## config.mk

```make
export PLATFORM = sky130hd
export DESIGN_NAME = sdram_read_capture
export DESIGN_NICKNAME = d
export VERILOG_FILES = /design/src/sdram_req_pkg.sv /design/src/sdram_read_capture.sv
export VERILOG_INCLUDE_DIRS = /design/src
export SDC_FILE = /design/constraint.sdc
export NUM_CORES = 1
export LEC_CHECK = 0
export ABC_AREA = 0
export BUFFER_PORTS_ARGS = -buffer_cell sky130_fd_sc_hd__buf_4
export CAP_MARGIN = 5
export CORE_MARGIN = 3
export CORE_UTILIZATION = 49
export CTS_BUF_LIST = sky130_fd_sc_hd__clkbuf_4 sky130_fd_sc_hd__clkbuf_8
export DETAILED_ROUTE_END_ITERATION = 12
export PLACE_DENSITY = 0.79
export SLEW_MARGIN = 20
export SYNTH_ARGS = -nofsm -noshare
export SYNTH_HDL_FRONTEND = slang
export SYNTH_SLANG_ARGS = --single-unit
```

## constraint.sdc

```tcl
create_clock -name clk -period 1.37 [get_ports clk]
set_clock_uncertainty 0.2 [all_clocks]
set_input_delay 0.0685 -clock clk [delete_from_list [all_inputs] [get_ports clk]]
set_output_delay 0.0685 -clock clk [all_outputs]
set_load 0.005 [all_outputs]
```

## src/sdram_defines.svh

```systemverilog
`ifndef SDRAM_DEFINES_SVH
`define SDRAM_DEFINES_SVH

// ---------------------------------------------------------------------------
// device timing, in controller clock cycles
// ---------------------------------------------------------------------------

// 100 us power-up hold plus some slack at 100 MHz
`define SDRAM_STARTUP_CYCLES   12100
// 64 ms / 8192 rows at 100 MHz, rounded down
`define SDRAM_REFRESH_INTERVAL 780
`define SDRAM_CAS_LATENCY      2
`define SDRAM_INIT_STEP        8      // spacing of the startup commands
`define SDRAM_RFSH_IDLE        6      // covers tRFC after auto-refresh

// mode register: single write, cas 2, sequential, burst of 2
`define SDRAM_MODE_VALUE       13'h221

// ---------------------------------------------------------------------------
// device geometry
// ---------------------------------------------------------------------------

`define SDRAM_ROW_BITS         13
`define SDRAM_COL_BITS         9
`define SDRAM_BANK_BITS        2

`endif
```

## src/sdram_req_pkg.sv

```systemverilog
`default_nettype none

`include "sdram_defines.svh"

package sdram_req_pkg;

	// 32-bit word address: {row, bank, column word}
	// the column word drops the half select bit of the device column
	typedef logic [`SDRAM_ROW_BITS+`SDRAM_BANK_BITS+`SDRAM_COL_BITS-2:0] word_addr_t;

	typedef logic [31:0] word_t;
	typedef logic [15:0] half_t;     // one device beat
	typedef logic [3:0]  byte_en_t;  // bit 0 is the lowest byte

endpackage

`default_nettype wire

```

## src/sdram_read_capture.sv

```systemverilog
`default_nettype none

`include "sdram_defines.svh"

module sdram_read_capture (
	input  logic                 clk,
	input  logic                 arst_n,
	input  logic                 read_start,
	input  wire  [15:0]          dq,
	output logic                 rsp_valid,
	output sdram_req_pkg::word_t rsp_rdata
);
	import sdram_req_pkg::*;

	// cas latency plus the pin register and the dq input register
	localparam int delay = `SDRAM_CAS_LATENCY + 2;

	logic [delay:0] rd_pipe;
	half_t          dq_reg;

	// -----------------------------------------------------------------------
	// read_start travels down the line until its beats reach dq_reg
	// -----------------------------------------------------------------------

	always_ff @(posedge clk or negedge arst_n) begin
		if (!arst_n) begin
			rd_pipe   <= '0;
			rsp_valid <= 1'b0;
		end else begin
			rd_pipe   <= {rd_pipe[delay-1:0], read_start};
			rsp_valid <= rd_pipe[delay];   // both halves are in by now
		end
	end

	always_ff @(posedge clk) begin
		dq_reg <= dq;
		if (rd_pipe[delay-1])
			rsp_rdata[15:0] <= dq_reg;    // first beat is the low half
		if (rd_pipe[delay])
			rsp_rdata[31:16] <= dq_reg;
	end

endmodule

`default_nettype wire

```

Yosys cells after proc, flatten, opt, wreduce, memory -nomap -nowiden
Cells that the tools add are included.

storage, ports and cells
  flip-flop bits (word level) = 54
  input bits = 19
  output and inout port bits = 33
  logic and storage cells = 5

Logic depth before layout (Yosys ltp)
  depth in word-level cells = 0
  depth in mapped cells = 0
  depth with buffers taken out = 0

Worst setup path after synthesis
OpenSTA, ideal clock, no wires.

  kind = register -> register
  start = register rd_pipe[3]
  end = register rsp_rdata[0] (enable)
  setup time = 371 ps
  arrival time = 625 ps
  data required time = 799 ps
  setup slack = 174 ps
  cell stages (with the launch flop) = 1
  buffers on the path = 0
  clock period less this slack = 1196 ps
  cell sequence = dfrtp_1

RTL lines
  element                 line                      text
  start, declared         sdram_read_capture.sv:18  logic [delay:0] rd_pipe;
  start signal, assigned  sdram_read_capture.sv:30  rd_pipe <= {rd_pipe[delay-1:0], read_start};
  end signal, assigned    sdram_read_capture.sv:38  rsp_rdata[15:0] <= dq_reg;
  end, declared           sdram_read_capture.sv:11  output sdram_req_pkg::word_t rsp_rdata

No word-level cell between the ends.

Worst setup path after layout
  start = register rsp_rdata[23]
  end = output port rsp_rdata[23]

RTL lines
  element                 line                      text
  start signal, assigned  sdram_read_capture.sv:40  rsp_rdata[31:16] <= dq_reg;

No word-level cell between the ends.

==> flow_summary.yaml <==
run_status:
  outcome: "finished, final reports clean"
finish:
  final_cell_mix: "buf_4 (55), edfxtp_1 (32), dlygate4sd3_1 (19)"
  drive_above_1_share_pct: 46.32
  nets: 154
  final_cell_count_no_fill: 166
  largest_register_ffs: 32
  layout_commonest_cell: "buf_4"
  synthToLayoutAreaGrowth_pct: 48.86
  multi_input_cells: 0
  post-route-util_pct: 80.86
  regArea_mm2: 0.001431
  num-fill-cells: 146
  multi_input_area_um2: 0
  postLayoutCellArea_mm2: 0.002131
  antennaDiodeCount: 0
clock_network:
  clock_latency_ns: 0.35
  cts_buffers: 5
  clock-root-buffer: "clkbuf_4"
  clk_pin_slew_ns: 0.14
  post-cts-setup-buffer-count: 0
  cts.sinks: 54
  clock_path_buffers: 2
  htree_levels: 2
  cts_tree: "yes"
detailed_routing:
  ant_nets: 0
  vias_per_cell: 4.639
  via_count: 770
  drc: 0
  wl_um: 2580
  first_iter_violations: 21
  route.detailed.wl_per_inst_um: 15.54
  drtPass1Iterations: 3
power_and_ir_drop:
  p_comb_share_pct: 7.2
  p_clk_share_pct: 24.9
  irDropWorstVdd_mv: 1.235
  swShare_pct: 20.16
  total_leakage_power_nw: 0.8974
  p_total_mw: 2.716
  power-per-cell-area_mw_per_mm2: 1275
  p_seq_share_pct: 67.9
  power_switching_uw: 547.5
  p_int_mw: 2.168
global_routing:
  grt_pass1_wl_um: 3988
  antenna_found_initial: 0
  track_usage_pct: 16.21
  grt_max_degree: 17
  gr-total-overflow: 0
  grt_pass1_vias: 806
flow_run:
  drv_cap: 0
floorplanning:
  die_area_mm2: 0.003605
  start_util_pct: 54.32
  num_rows: 18
  die_y_um: 60.05
  dieWidth_um: 60.05
  core_mm2: 0.002635
  top_level_ports: 52
critical_path:
  critPathArrivalTime_ns: 0.93
  crit_path_end_kind: "output pin"
  startpoint_type: "flip-flop"
  cp_slowest_cell: "edfxtp_1"
  critPathRequiredTime_ns: 1.10
  cp_cell_sequence: "buf_4"
  path_class: "reg -> out"
  critPathBufInv: 1
  critPathTopFamily: "flip-flops"
  crit_fanout: 1
  critical_path.max_stage_delay_ns: 0.43
synth:
  netlist_area_mm2: 0.001431
  syn_inst: 54
  ys_seq_area_share_pct: 100.0
  syn_nets: 73
  yosys_register_bits: 54
  ys_warn_count: 0
  synth.avg_cell_area_um2: 26.51
  yosys.cell_types.count: 3
sta:
  setup_tns_ns: 0
  fmax_mhz: 834.7
  rsz0062_at_grt: "no"
  setup_ws_ns: 0.1720
  layout_min_cycle_time_ns: 1.198
  drv_slew: 0
  timing.hold.ws_ns: 0.1426
  setup_viol: 0
  fin_crit_sh_pct: 87.44
  hold_viol: 0
  slew-limit-headroom_pct: 82.02
  worst_slew_pin_slew_ns: 0.2687
place:
  place_inst: 139
  pre_cts_slack_ns: 0.3063
  numPortBuffers: 51
  place_hpwl_um: 1672
  place_congestion: 0.6495
  place_area_mm2: 0.001882
min_path:
  hp-class: "in -> reg"
synthesized netlist by cell type:
cell / n / area [um2]
dfrtp_1: 6 / 150.1
dfxtp_1: 16 / 320.3
edfxtp_1: 32 / 960.9
metal layers:
| metal | global-route usage [%] | share of wire [%] | vias up |
|---|---|---|---|
| li1 | - | - | 358 |
| met1 | 18.39 | 39 | 374 |
| met2 | 29.17 | 53 | 38 |
| met3 | 6.263 | 8.3 | 0 |
| met4 | 2.848 | 0 | 0 |
| met5 | 0 | 0 | - |
final cells by class:
type,instances,area share (%)
Tap cell,30,1.762
Sequential cell,54,67.18
Clock buffer,6,2.114
Timing Repair Buffer,74,28.30
Clock inverter,2,0.6459
cell families after synthesis:
logic type	after synthesis	share of synthesized area [%]
flip-flops	54	100.0
final timing paths:
check                              startpoint            end  slack, ns  depth (start not counted)
worst max-delay path            rsp_rdata[23]  rsp_rdata[23]       0.17                          1
worst min-delay path                   dq[15]     dq_reg[15]       0.14                          2
worst max register to register     rd_pipe[3]  rsp_rdata[13]       0.29                          1
worst min register to register     rd_pipe[2]     rd_pipe[3]       0.17                          0
max in group asynchronous              arst_n      rsp_valid       0.34                          3
min in group asynchronous              arst_n     rd_pipe[1]       0.42                          3
timing repair:
item,in CTS,in global routing
endpoints found under the hold margin,23,0
resized for setup,0,0
hold buffers,19,0
power by group through the flow:
| stage | logic, mW | clock network (mW) | registers [mW] |
|---|---|---|---|
| 3_5_place_dp | 0.154 | 0 | 1.88 |
| 4_1_cts | 0.198 | 0.701 | 1.85 |
| 2_1_floorplan | 0 | 0 | 1.89 |
| 6_report | 0.196 | 0.675 | 1.85 |
| 5_1_grt | 0.212 | 0.772 | 1.86 |
| 3_3_place_gp | 0.150 | 0 | 1.88 |
(Power assumes the default switching activity.)
