## config.mk

```make
export PLATFORM = sky130hd
export DESIGN_NAME = sdram_refresh_timer
export DESIGN_NICKNAME = d
export VERILOG_FILES = /design/src/sdram_refresh_timer.sv
export VERILOG_INCLUDE_DIRS = /design/src
export SDC_FILE = /design/constraint.sdc
export NUM_CORES = 1
export LEC_CHECK = 0
export BUFFER_PORTS_ARGS = -buffer_cell sky130_fd_sc_hd__buf_4
export CAP_MARGIN = 10
export CORE_UTILIZATION = 61
export DETAILED_ROUTE_END_ITERATION = 10
export PLACE_DENSITY = 0.8
export RECOVER_POWER = 50
export SLEW_MARGIN = 40
export SYNTH_ARGS = -nofsm -noshare
export SYNTH_HDL_FRONTEND = slang
export SYNTH_SLANG_ARGS = --single-unit
```

## constraint.sdc

```tcl
create_clock -name clk -period 3.65 [get_ports clk]
set_input_delay 0.5475 -clock clk [delete_from_list [all_inputs] [get_ports clk]]
set_output_delay 0.5475 -clock clk [all_outputs]
set_load 0.01 [all_outputs]
```

## src/sdram_defines.svh

```systemverilog
`ifndef SDRAM_DEFINES_SVH
`define SDRAM_DEFINES_SVH

// ---------------------------------------------------------------------------
// device timing, in controller clock cycles
// ---------------------------------------------------------------------------

// 100 us power-up hold plus some slack at 100 MHz
`define SDRAM_STARTUP_CYCLES   12100
// 64 ms / 8192 rows at 100 MHz, rounded down
`define SDRAM_REFRESH_INTERVAL 780
`define SDRAM_CAS_LATENCY      2
`define SDRAM_INIT_STEP        8      // spacing of the startup commands
`define SDRAM_RFSH_IDLE        6      // covers tRFC after auto-refresh

// mode register: single write, cas 2, sequential, burst of 2
`define SDRAM_MODE_VALUE       13'h221

// ---------------------------------------------------------------------------
// device geometry
// ---------------------------------------------------------------------------

`define SDRAM_ROW_BITS         13
`define SDRAM_COL_BITS         9
`define SDRAM_BANK_BITS        2

`endif
```

## src/sdram_refresh_timer.sv

```systemverilog
`default_nettype none

`include "sdram_defines.svh"

module sdram_refresh_timer (
	input  logic       clk,
	input  logic       arst_n,
	input  logic       refresh_taken,
	output logic       init_done,
	output logic [2:0] init_step,
	output logic       init_tick,
	output logic       refresh_due
);

	localparam int cnt_bits = $clog2(`SDRAM_STARTUP_CYCLES + 1);

	// one counter does both jobs: power-up countdown, then age since last refresh
	logic [cnt_bits-1:0] cnt;
	logic [cnt_bits-1:0] tick_at;

	// steps 1..4 fire at 4, 3, 2 and 1 step spacings before the end of the wait
	assign tick_at = cnt_bits'(`SDRAM_INIT_STEP) * (cnt_bits'(4) - cnt_bits'(init_step));

	assign refresh_due = init_done && (cnt > cnt_bits'(`SDRAM_REFRESH_INTERVAL));

	always_ff @(posedge clk or negedge arst_n) begin
		if (!arst_n) begin
			cnt       <= cnt_bits'(`SDRAM_STARTUP_CYCLES - 1);
			init_done <= 1'b0;
			init_step <= '0;
			init_tick <= 1'b0;
		end else begin
			init_tick <= 1'b0;
			if (!init_done) begin
				cnt <= cnt - 1'b1;
				if (init_step < 3'd4 && cnt == tick_at) begin
					init_tick <= 1'b1;
					init_step <= init_step + 3'd1;
				end
				if (cnt == '0) begin
					init_done <= 1'b1;
					// last startup refresh went out two steps ago
					cnt       <= cnt_bits'(2 * `SDRAM_INIT_STEP);
				end
			end else if (refresh_taken) begin
				cnt <= cnt - cnt_bits'(`SDRAM_REFRESH_INTERVAL) + 1'b1; // keeps any lateness
			end else begin
				cnt <= cnt + 1'b1;
			end
		end
	end

endmodule

`default_nettype wire

```

Yosys cells after proc, flatten, opt, wreduce, memory -nomap -nowiden
Cells that the tools add are included.

storage, ports and cells
  memories = 0
  logic and storage cells = 25
  register bits after elaboration = 19
  bits in writable memories = 0
  bits in latches = 0
  output and inout bits = 6
  ROM bits = 0

operators by class
  reduce and logical (&&, ||, !) cells = 4
  add/sub/neg operators = 6
  $lt $le $gt $ge = 2
  bitwise operators = 1
  multiplexer cells = 7
  divide/modulo/power cells = 0
  shifts and indexed selects = 0
  $mul = 0
  equal/unequal tests = 1

operator list
  kind                                                   number
  two-way mux 14 bit                                     3
  adder 14 x 1 -> 14 bit (second input constant)         2
  equality test 14 bit                                   1
  > comparator 14 x 10 -> 1 bit (second input constant)  1
  logical NOT 14 bit                                     1
  subtractor 14 x 1 -> 14 bit (second input constant)    1
  subtractor 14 x 10 -> 14 bit (second input constant)   1
  two-way mux 1 bit                                      4
  subtractor 3 x 3 -> 4 bit (first input constant)       1
  adder 3 x 1 -> 3 bit (second input constant)           1
  < comparator 3 bit (second input constant)             1
  logical AND 1 bit                                      2
  AND reduction 2 bit                                    1
  NOT 1 bit                                              1

Longest topological paths before layout
Gate-level depths: netlist of run 1.

  word-level depth = 5
  mapped depth = 9

Least setup slack after synthesis of run 1
No wires, ideal clock.

  path type = flip-flop to flip-flop
  start point = register init_step[0]
  end point = register init_step[1]
  path buffers = 0
  data arrival time = 2.109 ns
  cell stages (with the launch flop) = 9
  library setup time = 0.128 ns
  slack = 1.414 ns
  data required time = 3.522 ns
  clock period less this slack = 2.236 ns
  path through = dfrtp_1 > inv_1 > ha_1 > ha_1 > or4_1 > nor4b_2 > nand4_1 > nor2_2 > mux2_1

between the ends
  word-level cells in the longest chain between the ends = 4
  elaborated cells on any way between the ends = 6

ends and longest elaborated chain
  what                           RTL line                   source
  from (decl)                    sdram_refresh_timer.sv:10  output logic [2:0] init_step,
  from (signal assigned)         sdram_refresh_timer.sv:38  init_step <= init_step + 3'd1;
  subtractor 3 x 3 -> 4 bit      sdram_refresh_timer.sv:22  assign tick_at = cnt_bits'(`SDRAM_INIT_STEP) * (cnt_bits'(4) - cnt_bits'(init_step));
  equality test 14 bit           sdram_refresh_timer.sv:36  if (init_step < 3'd4 && cnt == tick_at) begin
  logical AND 1 bit              sdram_refresh_timer.sv:36
  AND reduction 2 bit (no line)  n/a

Several ways; a longest one is shown, not always the timed one.
A chain may end at the register's enable or synchronous reset.

Final worst setup path of run 1
  start point = register cnt[5]
  end point = output refresh_due

between the ends
  word-level cells in the longest chain between the ends = 2

ends and longest elaborated chain
  what                           RTL line                   source
  from (decl)                    sdram_refresh_timer.sv:18  logic [cnt_bits-1:0] cnt;
  from (signal assigned)         sdram_refresh_timer.sv:28  cnt <= cnt_bits'(`SDRAM_STARTUP_CYCLES - 1);
  from (signal assigned)         sdram_refresh_timer.sv:35  cnt <= cnt - 1'b1;
  from (signal assigned)         sdram_refresh_timer.sv:43  cnt <= cnt_bits'(2 * `SDRAM_INIT_STEP);
  > comparator 14 x 10 -> 1 bit  sdram_refresh_timer.sv:24  assign refresh_due = init_done && (cnt > cnt_bits'(`SDRAM_REFRESH_INTERVAL));
  logical AND 1 bit              sdram_refresh_timer.sv:24
  to (decl)                      sdram_refresh_timer.sv:12  output logic refresh_due

No other way between the ends.

==> results of run 1 <==
metal layers:
layer / vias to the layer above / global-route usage [%] / wire, um
li1: 642 / - / -
met1: 657 / 44.7 / 1540
met2: 55 / 42.9 / 1620
met3: 8 / 4.09 / 277
met4: 0 / 11.7 / 55
met5: - / 0 / 0
worst max-delay path by stage:
| stage | from | cells past startpoint | endpoint | slack (ns) |
|---|---|---|---|---|
| 6_report | cnt[5] | 5 | refresh_due | 1.15 |
| 2_1_floorplan | init_step[0] | 8 | init_step[1] | 1.41 |
| 3_3_place_gp | init_step[0] | 8 | init_step[1] | 1.44 |
| 4_1_cts | cnt[5] | 5 | refresh_due | 1.16 |
| 3_5_place_dp | init_step[0] | 8 | init_step[1] | 1.25 |
| 5_1_grt | cnt[5] | 5 | refresh_due | 1.01 |
registers in the layout, indices dropped and copies added (netlist names):
signal and count:
init_tick 1, init_step 3, init_done 1, cnt 14
placed cells by master (no fill, tap or decap), types with 3 or more instances in the layout:
master    synthesis  routed
nand3_1           5       5
ha_1              5       5
nor3_1            5       5
o22ai_1           3       3
buf_4             0       4
o21ai_0           8       8
inv_1            10      10
clkbuf_4          0       3
or3_1             4       4
a21oi_1          12      12
or4_1             4       4
nand2_1           6       6
dfstp_2           8       8
dfrtp_1          11      11
a21o_1            5       5
a211oi_1          5       5
xnor2_1           6       6
o31ai_1           3       3
clkbuf_1          5       4
a31oi_1           3       3
nor2_1           12      12
and3_1            3       3
cell families after synthesis:
family          count (synthesis)  share of synthesized area, %
compound gates                 55                          24.6
xor+xnor                        6                          3.44
fa+ha+maj                       6                          4.75
buf+inv                        22                          7.45
flops                          19                          31.8
mux                             4                          2.78
simple gates                   59                          25.2
worst max-delay path, stage by stage (launching register included):
cell and delay [ns]:
dfrtp_1 0.56, nor4_4 0.42, o21ai_0 0.17, a211oi_1 0.26, nor2_1 0.07, buf_4 0.16
power by group:
| part | leakage [nW] | switching (mW) | internal (mW) |
|---|---|---|---|
| logic | 0.406 | 0.0966 | 0.0860 |
| registers | 0.224 | 0.113 | 0.257 |
| clock network | 0.0139 | 0.0734 | 0.0417 |
| total | 0.645 | 0.283 | 0.385 |
layout make-up:
class,instances,area (um2)
multi-input cells,130,928
fillers,186,706
flip-flops and latches,19,485
inverters,11,46.3
repair buffers,8,45.0
well taps,28,35.0
clock buffers,3,22.5
clock inverters,1,7.51
==> run summary, run 1 <==
Largest area contributor in the netlist: dfrtp_1
Final Util: 69.0%
N_diodes: 0
First-pass GRT wire length: 6020 um
Syn nets: 179
Max Clk Rate: 400 MHz
Largest net degree at the start of global routing: 20
CTS tree: done
Design area: 0.00157 mm2
CORE AREA: 0.00228 mm2
HPWL after DPL: 2480 um
GRT Resource Usage Total: 30.0%
DRT Pass-1 Iters: 5
Reg2Reg Capture Point: init_step[1]
Root Driver: clkbuf_4
Placed cell areas: 0.00156 mm2
Crit path capture type: output port
CTS H-Tree Depth: 1
Post-synth EDFFs: 0
PortBufs: 8
Cell Count, Final, Fillers Out: 200
Startpoint Class: register
Final min period: 2.50 ns
Placed cells: 196
Leak: 0.645 nW
RSZ-0062 raised after global routing: false
I/O pin count: 9
Die width: 52.0 um
Sequential-to-total area share from yosys stat: 31.8%
Layout cell share with drive strength beyond 1: 18.0%
CP max FO: 11
Final worst slack: 1.15 ns
Worst vdd ir: 0.263 mV
Post-CTS Setup Bufs: 0
Synth async-reset ratio: 100%
Setup_tns: 0 ns
Total Power: 0.668 mW
Yosys warning total: 0
Period Utilization, post-route: 68.5%
Final Hold Fails: 0
Worst-Skew Late Latency: 0.30 ns
Top_reg_cell synth: dfrtp_1
Hold Worst Slack: 0.375 ns
Final slew viol count: 0
CTS Buf Count: 3
Hold Crit Class: in -> async
Routability cong.: 0.925
Synth Register Bits: 19
Initial Util: 67.1%
Synth Area per Inst: 8.93 um2
Die height: 52.0 um
Via Count: 1362
Status: complete, no violations
Site Rows: 17
Drt wl/cell: 17.5 um
Cell variety after synth: 53
Critical path class: reg -> out
Nets: 181
Cts hold-fix bufs: 0
FF-to-FF setup slack: 1.24 ns
Synth top cells by count: a21oi_1, nor2_1, dfrtp_1, inv_1
CTS resizes: 0
Vias per std cell: 6.81
Pre-CTS WS: 1.25 ns
Residual DRC count: 0
Initial antenna violation count: 0
Post-synthesis cell count: 171
Clock buffer depth: 2
Ranking of synthesized cells by area: dfrtp_1, dfstp_2, ha_1, a21oi_1, xnor2_1
Clk sink count: 19
Post-route ant nets: 0
Layout area overhead: 2.78%
Final setup violation count: 0
Share of the synthesized area in the top cell type: 18.0%
Routed WL: 3490 um
PD cells: 426 mW/mm2
Fin Clk Skew: 0.00139 ns
Vias in the first global route: 1276
Critical path data arrival time: 1.95 ns
Die ar.: 0.00271 mm2
Max Cap Viol: 0
DR iter-0 viols: 81
Mapped Area: 0.00153 mm2
Worst Reg-to-Reg Cells: 8
Worst r2r src: init_step[0]
Clock transition at path regs: 0.12 ns
Slew margin rel.: 32.7%
Worst-Margin Slew: 1.01 ns
GRT overflow: 0
Worst path required time: 3.10 ns
Note: power is estimated with default switching activity, not from simulation.
==> inputs of run 2 (changes only) <==
--- a/config.mk
+++ b/config.mk
@@ -8,9 +8,9 @@
 export LEC_CHECK = 0
 export BUFFER_PORTS_ARGS = -buffer_cell sky130_fd_sc_hd__buf_4
 export CAP_MARGIN = 10
-export CORE_UTILIZATION = 61
+export CORE_UTILIZATION = 54
 export DETAILED_ROUTE_END_ITERATION = 10
-export PLACE_DENSITY = 0.8
+export PLACE_DENSITY = 0.75
 export RECOVER_POWER = 50
 export SLEW_MARGIN = 40
 export SYNTH_ARGS = -nofsm -noshare
==> constraint.sdc (replaced) <==
create_clock -name clk -period 2.15 [get_ports clk]
set_input_delay 0.3225 -clock clk [delete_from_list [all_inputs] [get_ports clk]]
set_output_delay 0.3225 -clock clk [all_outputs]
set_load 0.01 [all_outputs]
==> run 2 against run 1 <==
The run now ends with negative setup slack left. Non-clock buffer count is 19 higher. Routed wire length is 5.1% higher. Hold slack improved by 0.13 ns. Combinational power rose by 130%. Sequential share of layout area is 2.8 points lower. Count of clock-buffer cells in the layout is the same. Clock skew about the same. Register-to-register slack worse by 1.3 ns. Power up 78%. Largest power group unchanged.
==> run summary, run 2 (synthesis results as in run 1) <==
CTS Buf Count: 3 (unchanged)
Largest net degree at the start of global routing: 20 (unchanged)
Period Utilization, post-route: 101%
Max Clk Rate: 462 MHz
Via Count: 1412 (was 1362)
Hold depth: 4
PortBufs: 8 (unchanged)
Worst-Margin Slew: 0.996 ns (was 1.01 ns)
Max Cap Viol: 0 (unchanged)
Worst path cell trace: inv_2, ha_1, ha_2, or4_4, nor4b_2, nand4_1, nor2_2, mux2_4 (was nor4_4, o21ai_0, a211oi_1, nor2_1, buf_4)
Final min period: 2.16 ns
Layout area overhead: 13.5% (was 2.78%)
Design area: 0.00173 mm2 (was 0.00157 mm2)
Vias per std cell: 6.39 (was 6.81)
FF-to-FF setup slack: -0.01 ns (was 1.24 ns)
Clock transition at path regs: 0.11 ns (was 0.12 ns)
CP max FO: 2 (was 11)
Hold Worst Slack: 0.502 ns (was 0.375 ns)
Initial Util: 59.5% (was 67.1%)
First-pass GRT wire length: 5990 um (was 6020 um)
Largest stage delay, worst path: 0.41 ns (was 0.56 ns)
Pre-CTS WS: -0.0309 ns (was 1.25 ns)
Largest delay share family, worst path: simple AND/OR/NAND/NOR gates (was flip-flops)
Startpoint Class: register (unchanged)
Routability cong.: 0.973 (was 0.925)
FILL cells: 218 (was 186)
CORE AREA: 0.00257 mm2 (was 0.00228 mm2)
Leak: 0.750 nW (was 0.645 nW)
Final Hold Fails: 0 (unchanged)
N_diodes: 0 (unchanged)
Worst r2r src: init_step[0] (unchanged)
Commonest non-fill, non-tap cell in the layout: buf_4
DRT Pass-1 Iters: 4 (was 5)
Final slew viol count: 0 (unchanged)
Drt wl/cell: 16.6 um (was 17.5 um)
Hold path startpoint: refresh_taken
Worst vdd ir: 0.686 mV (was 0.263 mV)
Worst path required time: 2.35 ns (was 3.10 ns)
Reg2Reg Capture Point: init_step[1] (unchanged)
Most frequent cells in the layout: buf_4, nor2_1, a21oi_1, dfrtp_1, inv_1 (was nor2_1, a21oi_1, dfrtp_1, inv_1)
Worst-Skew Late Latency: 0.30 ns (about the same)
Placed cells: 214 (was 196)
CTS tree: done (unchanged)
Placed cell areas: 0.00168 mm2 (was 0.00156 mm2)
Routed WL: 3670 um (was 3490 um)
GRT Resource Usage Total: 28.3% (was 30.0%)
Clk sink count: 19 (unchanged)
Worst Reg-to-Reg Cells: 8 (unchanged)
Fin Clk Skew: 0.000993 ns (was 0.00139 ns)
Final setup violation count: 1 (was 0)
Final worst slack: -0.0123 ns (was 1.15 ns)
Die height: 55.2 um (was 52.0 um)
Layout cell share with drive strength beyond 1: 29.3% (was 18.0%)
Die ar.: 0.00305 mm2 (was 0.00271 mm2)
Critical path class: reg -> reg (was reg -> out)
Root Driver: clkbuf_4 (unchanged)
WP buf/inv: 1 (unchanged)
Largest regs: cnt: 14 flops, init_step: 3 flops (unchanged)
Critical path data arrival time: 2.36 ns (was 1.95 ns)
Hold Path Sink: cnt[4]
Initial antenna violation count: 0 (unchanged)
DR iter-0 viols: 54 (was 81)
Site Rows: 18 (was 17)
Die width: 55.2 um (was 52.0 um)
GRT overflow: 0 (unchanged)
PD cells: 685 mW/mm2 (was 426 mW/mm2)
Vias in the first global route: 1268 (was 1276)
Status: finished, violations left (was complete, no violations)
Post-route ant nets: 0 (unchanged)
Residual DRC count: 0 (unchanged)
HPWL after DPL: 2710 um (was 2480 um)
RSZ-0062 raised after global routing: true (was false)
Max reg flops: 14 (unchanged)
Crit path capture type: register (was output port)
Hold Crit Class: in -> reg (was in -> async)
CTS H-Tree Depth: 1 (unchanged)
Clock buffer depth: 2 (unchanged)
Slew margin rel.: 33.6% (was 32.7%)
Failing checks: negative setup slack
Cell Count, Final, Fillers Out: 221 (was 200)
Reg with most FFs: cnt (unchanged)
Nets: 200 (was 181)
Critical path's slowest cell: or4_4 (was dfrtp_1)
I/O pin count: 9 (unchanged)
-- run 2: report_power, final --
part	internal, mW	leakage (nW)	switching (mW)
logic	0.194	0.510	0.225
registers	0.438	0.223	0.143
clock network	0.0694	0.0177	0.117
-- run 2: timing repair --
| item | CTS | global route |
|---|---|---|
| pin swaps | 1 | 0 |
| gates cloned | 0 | 0 |
| hold endpoints to repair | 11 | 0 |
| setup buffers | 1 | 1 |
| hold buffers | 1 | 0 |
| gates resized for setup | 2 | 1 |
| endpoints found under the setup margin | 2 | 3 |
-- run 2: per-stage QoR --
stage | power (mW) | util, % | setup TNS (ns)
global route | 1.27 | 67.5 | -0.104
finish | 1.19 | 67.5 | -0.0123
global placement | 0.981 | 65.5 | 0
floorplan | 0.907 | - | -0.0493
detailed placement | 0.991 | 65.5 | -0.0309
CTS | 1.20 | 67.5 | -0.0216
-- run 2: routing by layer --
layer / vias up / global-route usage [%] / routed length, um
met3: 5 / 2.46 / 275
met5: - / 0 / 0
met1: 668 / 41.8 / 1690
met4: 0 / 8.33 / 36
li1: 678 / - / -
met2: 61 / 43.2 / 1670
-- run 2: final cells by class --
type / instances / area [um2] / share of cell area (%)
Multi-Input combinational cell: 130 / 938 / 54.1
Sequential cell: 19 / 487 / 28.1
Timing Repair Buffer: 27 / 198 / 11.4
Inverter: 11 / 46.3 / 2.67
Tap cell: 30 / 37.5 / 2.16
Clock buffer: 3 / 22.5 / 1.30
Clock inverter: 1 / 5.00 / 0.289
-- run 2: worst max-delay path by stage --
stage	cells past startpoint	slack (ns)	startpoint	end
after CTS	8	-0.02	init_step[0]	init_step[1]
after global routing	8	-0.06	init_step[0]	init_step[1]
final	8	-0.01	init_step[0]	init_step[1]
after floorplan	8	-0.05	init_step[0]	init_step[1]
after detailed placement	8	-0.03	init_step[0]	init_step[1]
after global placement	8	0.05	init_step[0]	init_step[1]
-- run 2: worst min-delay path, delay by kind of cell --
kind / cells / cell delay [ns]
buffers and inverters: 1 / 0.13
AOI/OAI and AO/OA: 3 / 0.32
