[src/sdram_defines.svh]
`ifndef SDRAM_DEFINES_SVH
`define SDRAM_DEFINES_SVH

// ---------------------------------------------------------------------------
// device timing, in controller clock cycles
// ---------------------------------------------------------------------------

// 100 us power-up hold plus some slack at 100 MHz
`define SDRAM_STARTUP_CYCLES   12100
// 64 ms / 8192 rows at 100 MHz, rounded down
`define SDRAM_REFRESH_INTERVAL 780
`define SDRAM_CAS_LATENCY      2
`define SDRAM_INIT_STEP        8      // spacing of the startup commands
`define SDRAM_RFSH_IDLE        6      // covers tRFC after auto-refresh

// mode register: single write, cas 2, sequential, burst of 2
`define SDRAM_MODE_VALUE       13'h221

// ---------------------------------------------------------------------------
// device geometry
// ---------------------------------------------------------------------------

`define SDRAM_ROW_BITS         13
`define SDRAM_COL_BITS         9
`define SDRAM_BANK_BITS        2

`endif
[src/sdram_req_pkg.sv]
`default_nettype none

`include "sdram_defines.svh"

package sdram_req_pkg;

	// 32-bit word address: {row, bank, column word}
	// the column word drops the half select bit of the device column
	typedef logic [`SDRAM_ROW_BITS+`SDRAM_BANK_BITS+`SDRAM_COL_BITS-2:0] word_addr_t;

	typedef logic [31:0] word_t;
	typedef logic [15:0] half_t;     // one device beat
	typedef logic [3:0]  byte_en_t;  // bit 0 is the lowest byte

endpackage

`default_nettype wire

[src/sdram_cmd_pkg.sv]
`default_nettype none

`include "sdram_defines.svh"

package sdram_cmd_pkg;

	// {ras_n, cas_n, we_n} as they go on the pins
	typedef enum logic [2:0] {
		CMD_LOAD_MODE    = 3'b000,
		CMD_AUTO_REFRESH = 3'b001,
		CMD_PRECHARGE    = 3'b010,
		CMD_ACTIVE       = 3'b011,
		CMD_WRITE        = 3'b100,
		CMD_READ         = 3'b101,
		CMD_NOP          = 3'b111
	} sdram_cmd_t;

	// controller FSM
	typedef enum logic [3:0] {
		ST_STARTUP,
		ST_IDLE,
		ST_ACTIVATE_WAIT,  // tRCD gap after ACTIVE
		ST_RW_LOW,
		ST_RW_HIGH,
		ST_RECOVER,        // auto-precharge and tWR drain
		ST_RFSH
	} seq_state_t;

	typedef logic [`SDRAM_ROW_BITS-1:0]  row_t;
	typedef logic [`SDRAM_COL_BITS-1:0]  col_t;   // 16-bit column
	typedef logic [`SDRAM_BANK_BITS-1:0] bank_t;

endpackage

`default_nettype wire

[src/sdram_sequencer.sv]
`default_nettype none

`include "sdram_defines.svh"

module sdram_sequencer (
	input  logic                      clk,
	input  logic                      arst_n,
	// request channel
	input  logic                      req_valid,
	input  logic                      req_write,
	input  sdram_req_pkg::word_addr_t req_addr,
	input  sdram_req_pkg::byte_en_t   req_be,
	output logic                      req_ready,
	// startup and refresh timing
	input  logic                      init_done,
	input  logic                      init_tick,
	input  logic [2:0]                init_step,
	input  logic                      refresh_due,
	output logic                      refresh_taken,
	// command towards the pin stage
	output sdram_cmd_pkg::sdram_cmd_t cmd,
	output sdram_cmd_pkg::row_t       row,
	output sdram_cmd_pkg::col_t       col,
	output sdram_cmd_pkg::bank_t      bank,
	output logic                      auto_pre,
	output logic                      write_high,
	output logic                      read_start,
	output logic [1:0]                mask
);
	import sdram_cmd_pkg::*;
	import sdram_req_pkg::*;

	localparam int col_word_bits  = `SDRAM_COL_BITS - 1;
	localparam int wait_bits      = 4;
	localparam int recover_cycles = 3;

	seq_state_t               state;
	logic [wait_bits-1:0]     wait_cnt;
	logic [col_word_bits-1:0] col_word;
	byte_en_t                 be_q;
	logic                     write_q;
	logic                     req_fire;

	assign req_ready = (state == ST_IDLE) && !refresh_due;   // refresh wins over requests
	assign req_fire  = req_valid && req_ready;

	always_ff @(posedge clk) begin
		if (req_fire) begin
			row      <= req_addr[col_word_bits + `SDRAM_BANK_BITS +: `SDRAM_ROW_BITS];
			bank     <= req_addr[col_word_bits +: `SDRAM_BANK_BITS];
			col_word <= req_addr[col_word_bits-1:0];
			be_q     <= req_be;
			write_q  <= req_write;
		end
	end

	// -----------------------------------------------------------------------
	// controller FSM, one command per cycle
	// -----------------------------------------------------------------------

	always_ff @(posedge clk or negedge arst_n) begin
		if (!arst_n) begin
			state         <= ST_STARTUP;
			wait_cnt      <= '0;
			cmd           <= CMD_NOP;
			col           <= '0;
			auto_pre      <= 1'b0;
			write_high    <= 1'b0;
			mask          <= 2'b00;
			read_start    <= 1'b0;
			refresh_taken <= 1'b0;
		end else begin
			cmd           <= CMD_NOP;
			read_start    <= 1'b0;
			refresh_taken <= 1'b0;
			case (state)
				ST_STARTUP: begin
					if (init_tick) begin
						case (init_step)
							3'd1: begin
								cmd      <= CMD_PRECHARGE;
								auto_pre <= 1'b1;     // all banks
							end
							3'd2, 3'd3: cmd <= CMD_AUTO_REFRESH;
							3'd4: cmd <= CMD_LOAD_MODE;
							default: cmd <= CMD_NOP;
						endcase
					end
					if (init_done)
						state <= ST_IDLE;
				end
				ST_IDLE: begin
					if (refresh_due) begin
						cmd           <= CMD_AUTO_REFRESH;
						refresh_taken <= 1'b1;
						wait_cnt      <= wait_bits'(`SDRAM_RFSH_IDLE - 1);
						state         <= ST_RFSH;
					end else if (req_fire) begin
						cmd   <= CMD_ACTIVE;       // row and bank come from the latch
						state <= ST_ACTIVATE_WAIT;
					end
				end
				ST_ACTIVATE_WAIT: state <= ST_RW_LOW;
				ST_RW_LOW: begin
					col        <= {col_word, 1'b0};
					write_high <= 1'b0;
					if (write_q) begin
						cmd      <= CMD_WRITE;
						auto_pre <= 1'b0;
						mask     <= ~be_q[1:0];
					end else begin
						cmd        <= CMD_READ;   // burst of 2 covers both halves
						auto_pre   <= 1'b1;
						mask       <= 2'b00;
						read_start <= 1'b1;
					end
					state <= ST_RW_HIGH;
				end
				ST_RW_HIGH: begin
					if (write_q) begin
						cmd        <= CMD_WRITE;
						col        <= {col_word, 1'b1};
						auto_pre   <= 1'b1;          // closes the row after this beat
						mask       <= ~be_q[3:2];
						write_high <= 1'b1;
					end
					wait_cnt <= wait_bits'(recover_cycles - 1);
					state    <= ST_RECOVER;
				end
				ST_RECOVER, ST_RFSH: begin
					if (wait_cnt == '0)
						state <= ST_IDLE;
					else
						wait_cnt <= wait_cnt - 1'b1;
				end
				default: state <= ST_IDLE;
			endcase
		end
	end

endmodule

`default_nettype wire

[config.mk]
export PLATFORM = sky130hd
export DESIGN_NAME = sdram_sequencer
export DESIGN_NICKNAME = d
export VERILOG_FILES = /design/src/sdram_req_pkg.sv /design/src/sdram_cmd_pkg.sv /design/src/sdram_sequencer.sv
export VERILOG_INCLUDE_DIRS = /design/src
export SDC_FILE = /design/constraint.sdc
export NUM_CORES = 1
export LEC_CHECK = 0
export BUFFER_PORTS_ARGS = -buffer_cell sky130_fd_sc_hd__buf_4
export CAP_MARGIN = 20
export CORE_ASPECT_RATIO = 0.75
export CORE_MARGIN = 1.5
export CORE_UTILIZATION = 30
export DETAILED_ROUTE_END_ITERATION = 16
export GPL_TIMING_DRIVEN = 0
export PLACE_DENSITY = 0.61
export SLEW_MARGIN = 20
export SYNTH_ARGS = -nofsm -noshare
export SYNTH_HDL_FRONTEND = slang
export SYNTH_SLANG_ARGS = --single-unit
export TNS_END_PERCENT = 1
[constraint.sdc]
create_clock -name clk -period 2.8 [get_ports clk]
set_input_delay 0.56 -clock clk [delete_from_list [all_inputs] [get_ports clk]]
set_output_delay 0.56 -clock clk [all_outputs]
set_load 0.02 [all_outputs]
Yosys cells after proc, flatten, opt, wreduce, memory -nomap -nowiden
Index checks and enable logic that the tools add are counted.
{"block": "totals", "reg_bits": 54, "input_bits": 37, "output_inout_bits": 34, "elab_cells": 78}
{"block": "op_classes", "n_addsub": 1, "eq_ne": 18, "n_mux": 29, "bitwise": 2, "n_reduce_logical": 14}
{"op": "4-bit two-way mux", "n": 6}
{"op": "4-bit case mux with 6 select lines", "n": 1}
{"op": "9-bit case mux with 2 select lines", "n": 1}
{"op": "4-bit by 3-bit equality test with 1-bit output, second input constant", "n": 3}
{"op": "2-bit != test, second input constant", "n": 6}
{"op": "3-bit case mux with 4 select lines", "n": 1}
{"op": "4-bit case mux with 3 select lines", "n": 1}
{"op": "3-bit two-way mux", "n": 3}
{"op": "9-bit two-way mux", "n": 1}
{"op": "3-bit case mux with 3 select lines", "n": 1}
{"op": "4-bit by 2-bit equality test with 1-bit output, second input constant", "n": 2}
{"op": "4-bit logical NOT", "n": 2}
{"op": "1-bit two-way mux", "n": 8}
{"op": "3-bit by 2-bit equality test with 1-bit output, second input constant", "n": 2}
{"op": "2-bit two-way mux", "n": 3}
{"op": "3-bit AND reduction", "n": 2}
{"op": "3-bit nonzero test", "n": 2}
{"op": "4-bit by 1-bit equality test with 1-bit output, second input constant", "n": 1}
{"op": "2-bit inverter", "n": 2}
{"op": "2-bit case mux with 2 select lines", "n": 1}
{"op": "4-bit AND reduction", "n": 1}
{"op": "2-bit OR reduction", "n": 2}
{"op": "4-bit by 1-bit subtractor with 4-bit output, second input constant", "n": 1}
{"op": "3-bit by 1-bit equality test with 1-bit output, second input constant", "n": 1}
{"op": "9 further kinds", "n": 10}

Logic depth before layout (Yosys ltp)
Gate-level depths: netlist (run 1).
{"block": "depth", "ltp_word": 6, "depth_mapped": 5, "ltp_nobuf": 5}

Least setup slack after synthesis (run 1)
Ideal clock, no wire load.
{"block": "synth_path", "kind": "register to register", "start": "reg state[1]", "end": "reg bank[0] (enable)", "setup_ns": 0.387, "arrival_time_ns": 2.296, "required_time_ns": 2.413, "path_slack_ns": 0.117, "path_stages_with_launch": 4, "n_path_buf": 1, "period_less_slack_ns": 2.683, "cell_sequence": "dfrtp_1 > buf_4 > nor4b_1 > and2_1"}
{"block": "synth_via", "elab_chain_len": 3}
{"item": "start, declared", "line_no": "sdram_sequencer.sv:37", "rtl": "seq_state_t state;"}
{"item": "start signal, assigned", "line_no": "sdram_sequencer.sv:63", "rtl": "state <= ST_STARTUP;"}
{"item": "start signal, assigned", "line_no": "sdram_sequencer.sv:90", "rtl": "state <= ST_IDLE;"}
{"item": "start signal, assigned", "line_no": "sdram_sequencer.sv:97", "rtl": "state <= ST_RFSH;"}
{"item": "4-bit by 1-bit equality test with 1-bit output", "line_no": "sdram_sequencer.sv:44", "rtl": "assign req_ready = (state == ST_IDLE) && !refresh_due;"}
{"item": "1-bit logical AND", "line_no": "sdram_sequencer.sv:44"}
{"item": "via req_ready", "line_no": "sdram_sequencer.sv:13", "rtl": "output logic req_ready,"}
{"item": "1-bit logical AND", "line_no": "sdram_sequencer.sv:45", "rtl": "assign req_fire = req_valid && req_ready;"}
{"item": "via req_fire", "line_no": "sdram_sequencer.sv:42", "rtl": "logic req_fire;"}
{"item": "end signal, assigned", "line_no": "sdram_sequencer.sv:50", "rtl": "bank <= req_addr[col_word_bits +: `SDRAM_BANK_BITS];"}
{"item": "end, declared", "line_no": "sdram_sequencer.sv:24", "rtl": "output sdram_cmd_pkg::bank_t bank,"}
The timed path passes the listed nets, and every way through them passes these cells.
A chain may end at the register's enable or synchronous reset.

Final worst setup path (run 1)
{"block": "layout_path", "start": "reg state[1]", "end": "out req_ready"}
{"block": "layout_via", "elab_chain_len": 2}
{"item": "4-bit by 1-bit equality test with 1-bit output", "line_no": "sdram_sequencer.sv:44"}
{"item": "1-bit logical AND", "line_no": "sdram_sequencer.sv:44"}
{"item": "end, declared", "line_no": "sdram_sequencer.sv:13"}
No other way between the ends.

==> flow_metrics.env, run 1 <==
export IMPL_slew_viol_final=0
export IMPL_p_leak_nw=1.21
export IMPL_synth_area_per_cell_um2=14.4
export IMPL_max_vdd_ir_drop_uv=339
export IMPL_placed_area_mm2=0.00281
export IMPL_yosys_top_cells_area="edfxtp_1 (39%), dfrtp_1 (24%), mux2_2 (4.2%), dfstp_2 (3.7%), nand2b_1 (1.7%)"
export IMPL_coreArea_mm2=0.00690
export IMPL_multi_input_area_um2=648
export IMPL_worst_hold_slack_ns=0.151
export IMPL_drt_initial_drc_count=73
export IMPL_grt_use_met2=0.188
export IMPL_setup_violations_final=0
export IMPL_dr_pass1_iters=4
export IMPL_async_flop_share=0.462
export IMPL_vias_per_cell=4.52
export IMPL_layout_nets=265
export IMPL_die_w_um=101
export IMPL_ys_ff_latch=52
export IMPL_clkSinkCount=52
export IMPL_routed_wl_um=4470
export IMPL_yosysUniqueCellTypes=43
export IMPL_cp_data_required_time_ns=2.24
export IMPL_cts_hold_fix_buffers=0
export IMPL_busiest_layer="met2"
export IMPL_grt_overflow=0
export IMPL_drc=0
export IMPL_synth_cell_area_mm2=0.00216
export IMPL_crit_path_start_kind="flip-flop"
export IMPL_grt_pass1_wl_um=7160
export IMPL_nFillCells=670
export IMPL_synth_flop_cell="edfxtp_1"
export IMPL_start_util=0.313
export IMPL_yosysTopAreaCell="edfxtp_1"
export IMPL_grt_pass1_vias=1472
export IMPL_ant_nets=0
export IMPL_crit_type="reg2out"
export IMPL_grtUsageTotal=0.122
export IMPL_ff2ff_setup_slack_ns=0.61
export IMPL_numCtsBuffers=5
export IMPL_setup_tns_ns=0
export IMPL_cts_tree="built"
export IMPL_htreeDepth=2
export IMPL_register_area_mm2=0.00145
export IMPL_clockBufferDepth=2
export IMPL_gp_congestion=0.805
export IMPL_crit_fanout=10
export IMPL_r2r_end="write_q$_DFFE_PP_"
export IMPL_grtUsageMet1=0.162
export IMPL_ys_seq_area_frac=0.669
export IMPL_period_share=0.785
export IMPL_io_pins=71
export IMPL_ys_warn_count=0
export IMPL_syn_num_nets=188
export IMPL_rsz0062_at_grt="false"
export IMPL_syn_to_final_growth_pct=35.0
export IMPL_io_buffers=70
export IMPL_skew_ns=0.00881
export IMPL_cts_root_buf="clkbuf_8"
export IMPL_grt_max_degree=29
export IMPL_insertion_delay_ns=0.30
export IMPL_layout_drive_gt1_share=0.425
export IMPL_antenna_found_initial=0
export IMPL_fin_area_mm2=0.00292
export IMPL_clk_pin_slew_ns=0.09
export IMPL_end_kind="primary output"
export IMPL_hpwl_um=3190
export IMPL_netlist_area_leader_share=0.389
export IMPL_p_per_area_mw_per_mm2=980
export IMPL_antenna_cells=0
export IMPL_synth_enable_flop_cells=28
export IMPL_hold_viol=0
export IMPL_maxCapViolations=0
export IMPL_num_rows=26
export IMPL_min_period_ns=2.20
export IMPL_cts_resized_gates=0
export IMPL_tightest_slew_ns=0.696
export IMPL_startpoint="state[1]$_DFFE_PN0P_"
export IMPL_vias=1473
export IMPL_holdCritPathClass="in2async"
export IMPL_netlist_instances=150
export IMPL_wl_per_cell_um=13.7
export IMPL_fmax_ghz=0.455
export IMPL_die_y_um=76.5
export IMPL_gr_usage_met3=0.0367
export IMPL_slew_limit_headroom=0.536
export IMPL_dieArea_mm2=0.00772
export IMPL_rr_worst_depth=3
export IMPL_post_cts_setup_buffer_count=0
export IMPL_crit_reg2reg_launch="state[1]$_DFFE_PN0P_"
export IMPL_cp_data_arrival_time_ns=1.64
export IMPL_status="finished clean"
routing by layer:
| layer | up-vias | part of all wire |
|---|---|---|
| met3 | 5 | 0.052 |
| li1 | 716 | - |
| met1 | 711 | 0.49 |
| met5 | - | 0 |
| met4 | 0 | 0.013 |
| met2 | 41 | 0.45 |
sequential cells by signal, indices dropped and copies added (netlist names), 2 cells and up:
register / cells
row: 13
col: 9
col_word: 8
be_q: 4
wait_cnt: 4
cmd: 3
state: 3
bank: 2
mask: 2
cell type report:
class | instances | area share
plain buffers | 7 | 0.0155
clock buffers | 5 | 0.0236
clock inverters | 3 | 0.0129
inverters | 6 | 0.00773
multi-input cells | 85 | 0.222
flip-flops and latches | 52 | 0.496
well taps | 98 | 0.0421
repair buffers | 70 | 0.180
critical path, cell delays in order (launching register included):
cell	delay [ns]
dfrtp_1	0.49
buf_4	0.22
nor4b_1	0.41
buf_4	0.22
how the worst max path moves through the flow:
stage / to / slack [ns]
global route: write_q$_DFFE_PP_ / 0.51
CTS: req_ready / 0.59
global placement: write_q$_DFFE_PP_ / 0.27
floorplan: bank[0]$_DFFE_PP_ / 0.12
detailed placement: write_q$_DFFE_PP_ / 0.63
finish: req_ready / 0.60
where the power goes:
part	switching (mW)	internal (mW)	leakage (nW)
sequential	0.129	1.02	0.537
clock	0.236	0.261	0.0532
combinational	0.643	0.565	0.625
through the flow:
step | cells | power, mW | util | setup WS, ns
final | 326 | 2.86 | 0.423 | 0.601
after global routing | 326 | 3.05 | 0.423 | 0.513
after global placement | 318 | 2.37 | 0.407 | 0.268
after floorplan | 150 | 1.96 | - | 0.117
after CTS | 326 | 2.89 | 0.423 | 0.591
after detailed placement | 318 | 2.39 | 0.407 | 0.628
cells in the final DEF, fill, tap and decap left out, drive strengths merged, types with 3 or more instances in the layout:
| master | instances |
|---|---|
| a21oi | 6 |
| or3 | 3 |
| mux2i | 3 |
| nand2b | 6 |
| buf | 77 |
| inv | 6 |
| mux2 | 10 |
| clkbuf | 5 |
| o21ai | 7 |
| dfrtp | 21 |
| nor2 | 9 |
| nor4bb | 3 |
| nor3b | 3 |
| edfxtp | 28 |
| dfstp | 3 |
Yosys cell counts (all sizes together) (2+ instances only):
master	count
a211oi	2
a21oi	6
and2	2
buf	7
dfrtp	21
dfstp	3
edfxtp	28
inv	6
maj3	2
mux2	10
mux2i	3
nand2	2
nand2b	6
nand4	2
nor2	9
nor2b	2
nor3	2
nor3b	3
nor4bb	3
o211ai	2
o21ai	7
or3	3
xor2	2
logic make-up (layout without fill, tap and decap cells):
| group | after synthesis | in the layout | synth area share |
|---|---|---|---|
| adders and majority gates | 3 | 3 | 0.0151 |
| buffers and inverters | 13 | 91 | 0.0313 |
| AOI/OAI and AO/OA | 28 | 28 | 0.0956 |
| xor gates and xnor gates | 2 | 2 | 0.00811 |
| DFF | 52 | 52 | 0.669 |
| muxes | 13 | 13 | 0.0661 |
| and+or+nand+nor | 39 | 39 | 0.115 |
(Power assumes the default switching activity.)
==> run 2: changes to the inputs <==
- clock period: 2.8 -> 2.25 ns (I/O delays scaled with it)
==> flow_metrics.env, run 2 (same netlist as run 1, synthesis figures left out) <==
export IMPL_cp_data_arrival_time_ns=2.00
export IMPL_intPower_mw=2.20
export IMPL_max_stage_delay_ns=0.63
export IMPL_layout_nets=265
export IMPL_cp_top_family="simple AND/OR/NAND/NOR gates"
export IMPL_clk_pin_slew_ns=0.09
export IMPL_num_rows=26
export IMPL_wl_per_cell_um=13.9
export IMPL_holdCritPathClass="in2async"
export IMPL_gr_usage_met3=0.0413
export IMPL_syn_to_final_growth_pct=34.1
export IMPL_period_share=0.919
export IMPL_dr_pass1_iters=4
export IMPL_start_util=0.313
export IMPL_startpoint="state[1]$_DFFE_PN0P_"
export IMPL_nFillCells=668
export IMPL_cp_endpoint="be_q[3]$_DFFE_PP_"
export IMPL_dieArea_mm2=0.00772
export IMPL_hpwl_um=3270
export IMPL_power_switching_mw=1.26
export IMPL_cts_hold_fix_buffers=0
export IMPL_fin_cells=326
export IMPL_p_leak_nw=1.21
export IMPL_largest_reg_flops=13
export IMPL_drc=0
export IMPL_io_pins=71
export IMPL_rsz0062_at_grt="false"
export IMPL_grt_pass1_vias=1462
export IMPL_postLayoutSetupSlackWorst_ns=0.182
export IMPL_place_inst=318
export IMPL_skew_ns=0.00287
export IMPL_slew_viol_final=0
export IMPL_worst_hold_slack_ns=0.0530
export IMPL_tightest_slew_ns=0.666
export IMPL_max_vdd_ir_drop_uv=388
export IMPL_clockBufferDepth=2
export IMPL_grt_use_met2=0.179
export IMPL_crit_type="reg2reg"
export IMPL_power_frac_seq=0.413
export IMPL_die_y_um=76.5
export IMPL_min_period_ns=2.07
export IMPL_routed_wl_um=4540
export IMPL_crit_path_start_kind="flip-flop"
export IMPL_clockPowerShare=0.147
export IMPL_grtUsageMet1=0.167
export IMPL_final_cell_mix="buf_4 (74), edfxtp_1 (28), dfrtp_1 (21)"
export IMPL_gp_congestion=0.832
export IMPL_comb_power_share=0.440
export IMPL_cp_depth=3
export IMPL_antenna_found_initial=0
export IMPL_cts_resized_gates=0
export IMPL_post_cts_setup_buffer_count=0
export IMPL_setup_violations_final=0
export IMPL_ff2ff_setup_slack_ns=0.18
export IMPL_ant_nets=0
export IMPL_total_power_mw=3.46
export IMPL_crit_fanout=28
export IMPL_fmax_ghz=0.484
export IMPL_crit_slowest_cell="and2_2"
export IMPL_maxCapViolations=0
export IMPL_reg_top3="row (13), col (9), col_word (8)"
export IMPL_io_buffers=70
export IMPL_hold_viol=0
export IMPL_slew_limit_headroom=0.556
export IMPL_pre_cts_slack_ns=0.156
export IMPL_clkSinkCount=52
export IMPL_p_per_area_mw_per_mm2=1200
export IMPL_numCtsBuffers=5
export IMPL_vias_per_cell=4.56
export IMPL_vias=1485
export IMPL_htreeDepth=2
export IMPL_grt_pass1_wl_um=7240
export IMPL_rr_worst_depth=3
export IMPL_end_kind="flip-flop"
export IMPL_final_common_cell="buf_4"
export IMPL_regMostFlops="row"
export IMPL_coreArea_mm2=0.00690
export IMPL_antenna_cells=0
export IMPL_register_area_mm2=0.00145
export IMPL_setup_tns_ns=0
export IMPL_insertion_delay_ns=0.29
export IMPL_busiest_layer="met2"
export IMPL_cts_tree="built"
export IMPL_worstPathCellList="buf_4 -> nor4b_2 -> and2_2"
export IMPL_netSwitchingFraction=0.364
export IMPL_layout_drive_gt1_share=0.430
export IMPL_cp_buffers_inverters=1
export IMPL_drt_initial_drc_count=86
export IMPL_grtUsageTotal=0.120
export IMPL_crit_reg2reg_launch="state[1]$_DFFE_PN0P_"
export IMPL_die_w_um=101
export IMPL_r2r_end="be_q[3]$_DFFE_PP_"
export IMPL_grt_max_degree=29
export IMPL_status="finished clean"
export IMPL_multi_input_area_um2=654
export IMPL_cp_data_required_time_ns=2.18
export IMPL_cts_root_buf="clkbuf_8"
export IMPL_grt_overflow=0
run 2: cell count changes in the layout (fill, tap and decap cells not counted), sizes merged:
cell and change:
clkinv -1, clkbuf +2, bufinv -1
run 2: per-layer routing:
metal | wire length (µm) | share of wire
met1 | 2210 | 0.49
met2 | 1970 | 0.43
met3 | 324 | 0.071
met4 | 35 | 0.0077
met5 | 0 | 0
run 2: power by group through the flow:
stage	sequential (mW)	clock, mW	combinational [mW]
after floorplan	1.62	0	0.821
after global placement	1.45	0	1.51
after detailed placement	1.45	0	1.53
after CTS	1.43	0.536	1.53
after global routing	1.46	0.578	1.65
final	1.43	0.509	1.52
run 2: worst min path at each step:
stage	from	to	slack, ns	depth (start not counted)
floorplan	arst_n	auto_pre$_DFFE_PN0P_	0.15	0
finish	arst_n	refresh_taken$_DFF_PN0_	0.05	1
global placement	arst_n	refresh_taken$_DFF_PN0_	0.38	1
CTS	arst_n	col[5]$_DFFE_PN0P_	0.05	1
global route	arst_n	refresh_taken$_DFF_PN0_	0.06	1
detailed placement	arst_n	refresh_taken$_DFF_PN0_	0.38	1
run 2: metrics by stage:
| stage | utilization | cell area, µm² |
|---|---|---|
| 2_1_floorplan | - | 2170 |
| 4_1_cts | 0.420 | 2900 |
| 3_3_place_gp | 0.408 | 2820 |
| 5_1_grt | 0.420 | 2900 |
| 3_5_place_dp | 0.408 | 2820 |
| 6_report | 0.420 | 2900 |
run 2: final cells by class:
cell class / instances / area share
buffer: 7 / 0.0156
inverter: 6 / 0.00778
clock buffer: 7 / 0.0263
multi-input combinational: 85 / 0.226
clock inverter: 1 / 0.00173
timing repair buffer: 70 / 0.181
sequential: 52 / 0.499
tap: 98 / 0.0423
run 2: worst register-to-register path: stages, from the launching register on:
cell	delay, ns
dfrtp_1	0.48
buf_4	0.22
nor4b_2	0.35
and2_2	0.63
==> run 3: changes to the inputs <==
- GPL_TIMING_DRIVEN: 0 -> not set
- SETUP_SLACK_MARGIN: not set -> 0.1
==> flow_metrics.env, run 3 (same netlist as run 1, synthesis figures left out) <==
export IMPL_wl_met3_um=300
export IMPL_dr_pass1_iters=4
export IMPL_tightest_slew_ns=0.521
export IMPL_grt_pass1_wl_um=6970
export IMPL_grtUsageTotal=0.119
export IMPL_hold_viol=0
export IMPL_worstPathCellList="nor4b_2 -> buf_4"
export IMPL_slew_viol_final=0
export IMPL_crit_path_start_kind="flip-flop"
export IMPL_vias_per_cell=4.54
export IMPL_clockPowerShare=0.152
export IMPL_clockBufferDepth=2
export IMPL_setup_violations_final=0
export IMPL_layout_drive_gt1_share=0.429
export IMPL_crit_type="reg2out"
export IMPL_io_buffers=70
export IMPL_crit_slowest_cell="dfrtp_1"
export IMPL_syn_to_final_growth_pct=34.6
export IMPL_start_util=0.313
export IMPL_period_share=0.815
export IMPL_grt_pass1_vias=1382
export IMPL_fmax_ghz=0.545
export IMPL_clkSinkCount=52
export IMPL_coreArea_mm2=0.00690
export IMPL_comb_power_share=0.423
export IMPL_end_kind="primary output"
export IMPL_insertion_delay_ns=0.30
export IMPL_setup_tns_ns=0
export IMPL_final_cell_mix="buf_4 (74), edfxtp_1 (28), dfrtp_1 (21)"
export IMPL_netSwitchingFraction=0.365
export IMPL_status="finished clean"
export IMPL_crit_fanout=11
export IMPL_cp_top_family="flip-flops"
export IMPL_cts_resized_gates=0
export IMPL_power_frac_seq=0.425
export IMPL_gp_congestion=0.818
export IMPL_grt_max_degree=29
export IMPL_wirelength_met1_um=2160
export IMPL_post_cts_setup_buffer_count=0
export IMPL_nFillCells=671
export IMPL_cts_root_buf="clkbuf_8"
export IMPL_holdCritPathClass="in2async"
export IMPL_startpoint="state[2]$_DFFE_PN0P_"
export IMPL_regMostFlops="row"
export IMPL_hpwl_um=3160
export IMPL_drc=0
export IMPL_min_period_ns=1.83
export IMPL_crit_reg2reg_launch="wait_cnt[0]$_DFFE_PN0P_"
export IMPL_io_pins=71
export IMPL_p_per_area_mw_per_mm2=1180
export IMPL_die_y_um=76.5
export IMPL_antenna_found_initial=0
export IMPL_num_rows=26
export IMPL_power_switching_mw=1.26
export IMPL_largest_reg_flops=13
export IMPL_rsz0062_at_grt="false"
export IMPL_cts_tree="built"
export IMPL_layout_nets=263
export IMPL_maxCapViolations=0
export IMPL_max_vdd_ir_drop_uv=418
export IMPL_ant_nets=0
export IMPL_drt_initial_drc_count=57
export IMPL_clk_pin_slew_ns=0.10
export IMPL_total_power_mw=3.44
export IMPL_p_leak_nw=1.20
export IMPL_cp_data_required_time_ns=1.80
export IMPL_grt_overflow=0
export IMPL_cts_hold_fix_buffers=0
export IMPL_slew_limit_headroom=0.648
export IMPL_cp_data_arrival_time_ns=1.38
export IMPL_die_w_um=101
export IMPL_wl_per_cell_um=13.6
export IMPL_cp_buffers_inverters=1
export IMPL_skew_ns=0.00595
export IMPL_reg_top3="row (13), col (9), col_word (8)"
export IMPL_final_common_cell="buf_4"
export IMPL_htreeDepth=2
export IMPL_vias=1471
export IMPL_antenna_cells=0
export IMPL_top_layer="met4"
export IMPL_numCtsBuffers=5
export IMPL_intPower_mw=2.19
export IMPL_routed_wl_um=4390
export IMPL_dieArea_mm2=0.00772
export IMPL_max_stage_delay_ns=0.52
export IMPL_wl_met2_um=1860
[run 3: through the flow]
step	worst slack (ns)	hold WS [ns]	util	cells	cell area, µm²
2_1_floorplan	0.154	0.154	-	150	2170
3_3_place_gp	0.573	0.379	0.409	316	2820
3_5_place_dp	0.557	0.379	0.409	316	2820
4_1_cts	0.405	0.0422	0.422	324	2910
5_1_grt	0.340	0.0433	0.422	324	2910
6_report	0.416	0.0405	0.422	324	2910
[run 3: worst register-to-register path, stage by stage, from the launching register on]
cell and delay, ns:
dfrtp_1 0.44, inv_1 0.08, ha_1 0.18, nor4bb_1 0.45, a211oi_1 0.22, o22a_1 0.23
[run 3: routing by layer]
layer  track usage  vias to the layer above
met4        0.0458                        0
met1         0.177                      699
met5             0                        -
li1              -                      706
met2         0.159                       59
met3        0.0358                        7
[run 3: area by class of cell]
| class | count | area [µm²] | share of cell area |
|---|---|---|---|
| clock inverter | 3 | 18.8 | 0.00645 |
| clock buffer | 5 | 68.8 | 0.0237 |
| multi-input combinational | 85 | 654 | 0.225 |
| timing repair buffer | 75 | 576 | 0.198 |
| sequential | 52 | 1450 | 0.497 |
| tap | 98 | 123 | 0.0422 |
| inverter | 6 | 22.5 | 0.00775 |
[run 3: power by group through the flow]
stage,clock network (mW),registers (mW),logic [mW]
after detailed placement,0,1.49,1.47
final,0.522,1.46,1.46
after global placement,0,1.48,1.47
after floorplan,0,1.62,0.821
after global routing,0.587,1.50,1.60
after CTS,0.547,1.47,1.47
[run 3: path summary, 6_finish.rpt]
kind,endpoint,slack [ns],cells past startpoint
max,req_ready,0.42,2
min,col[7]$_DFFE_PN0P_,0.04,1
max reg2reg,wait_cnt[2]$_DFFE_PN0P_,0.55,5
min reg2reg,col[1]$_DFFE_PN0P_,0.47,1
max in group asynchronous,cmd[1]$_DFF_PN1_,1.92,1
min in group clk,row[7]$_DFFE_PP_,0.31,1
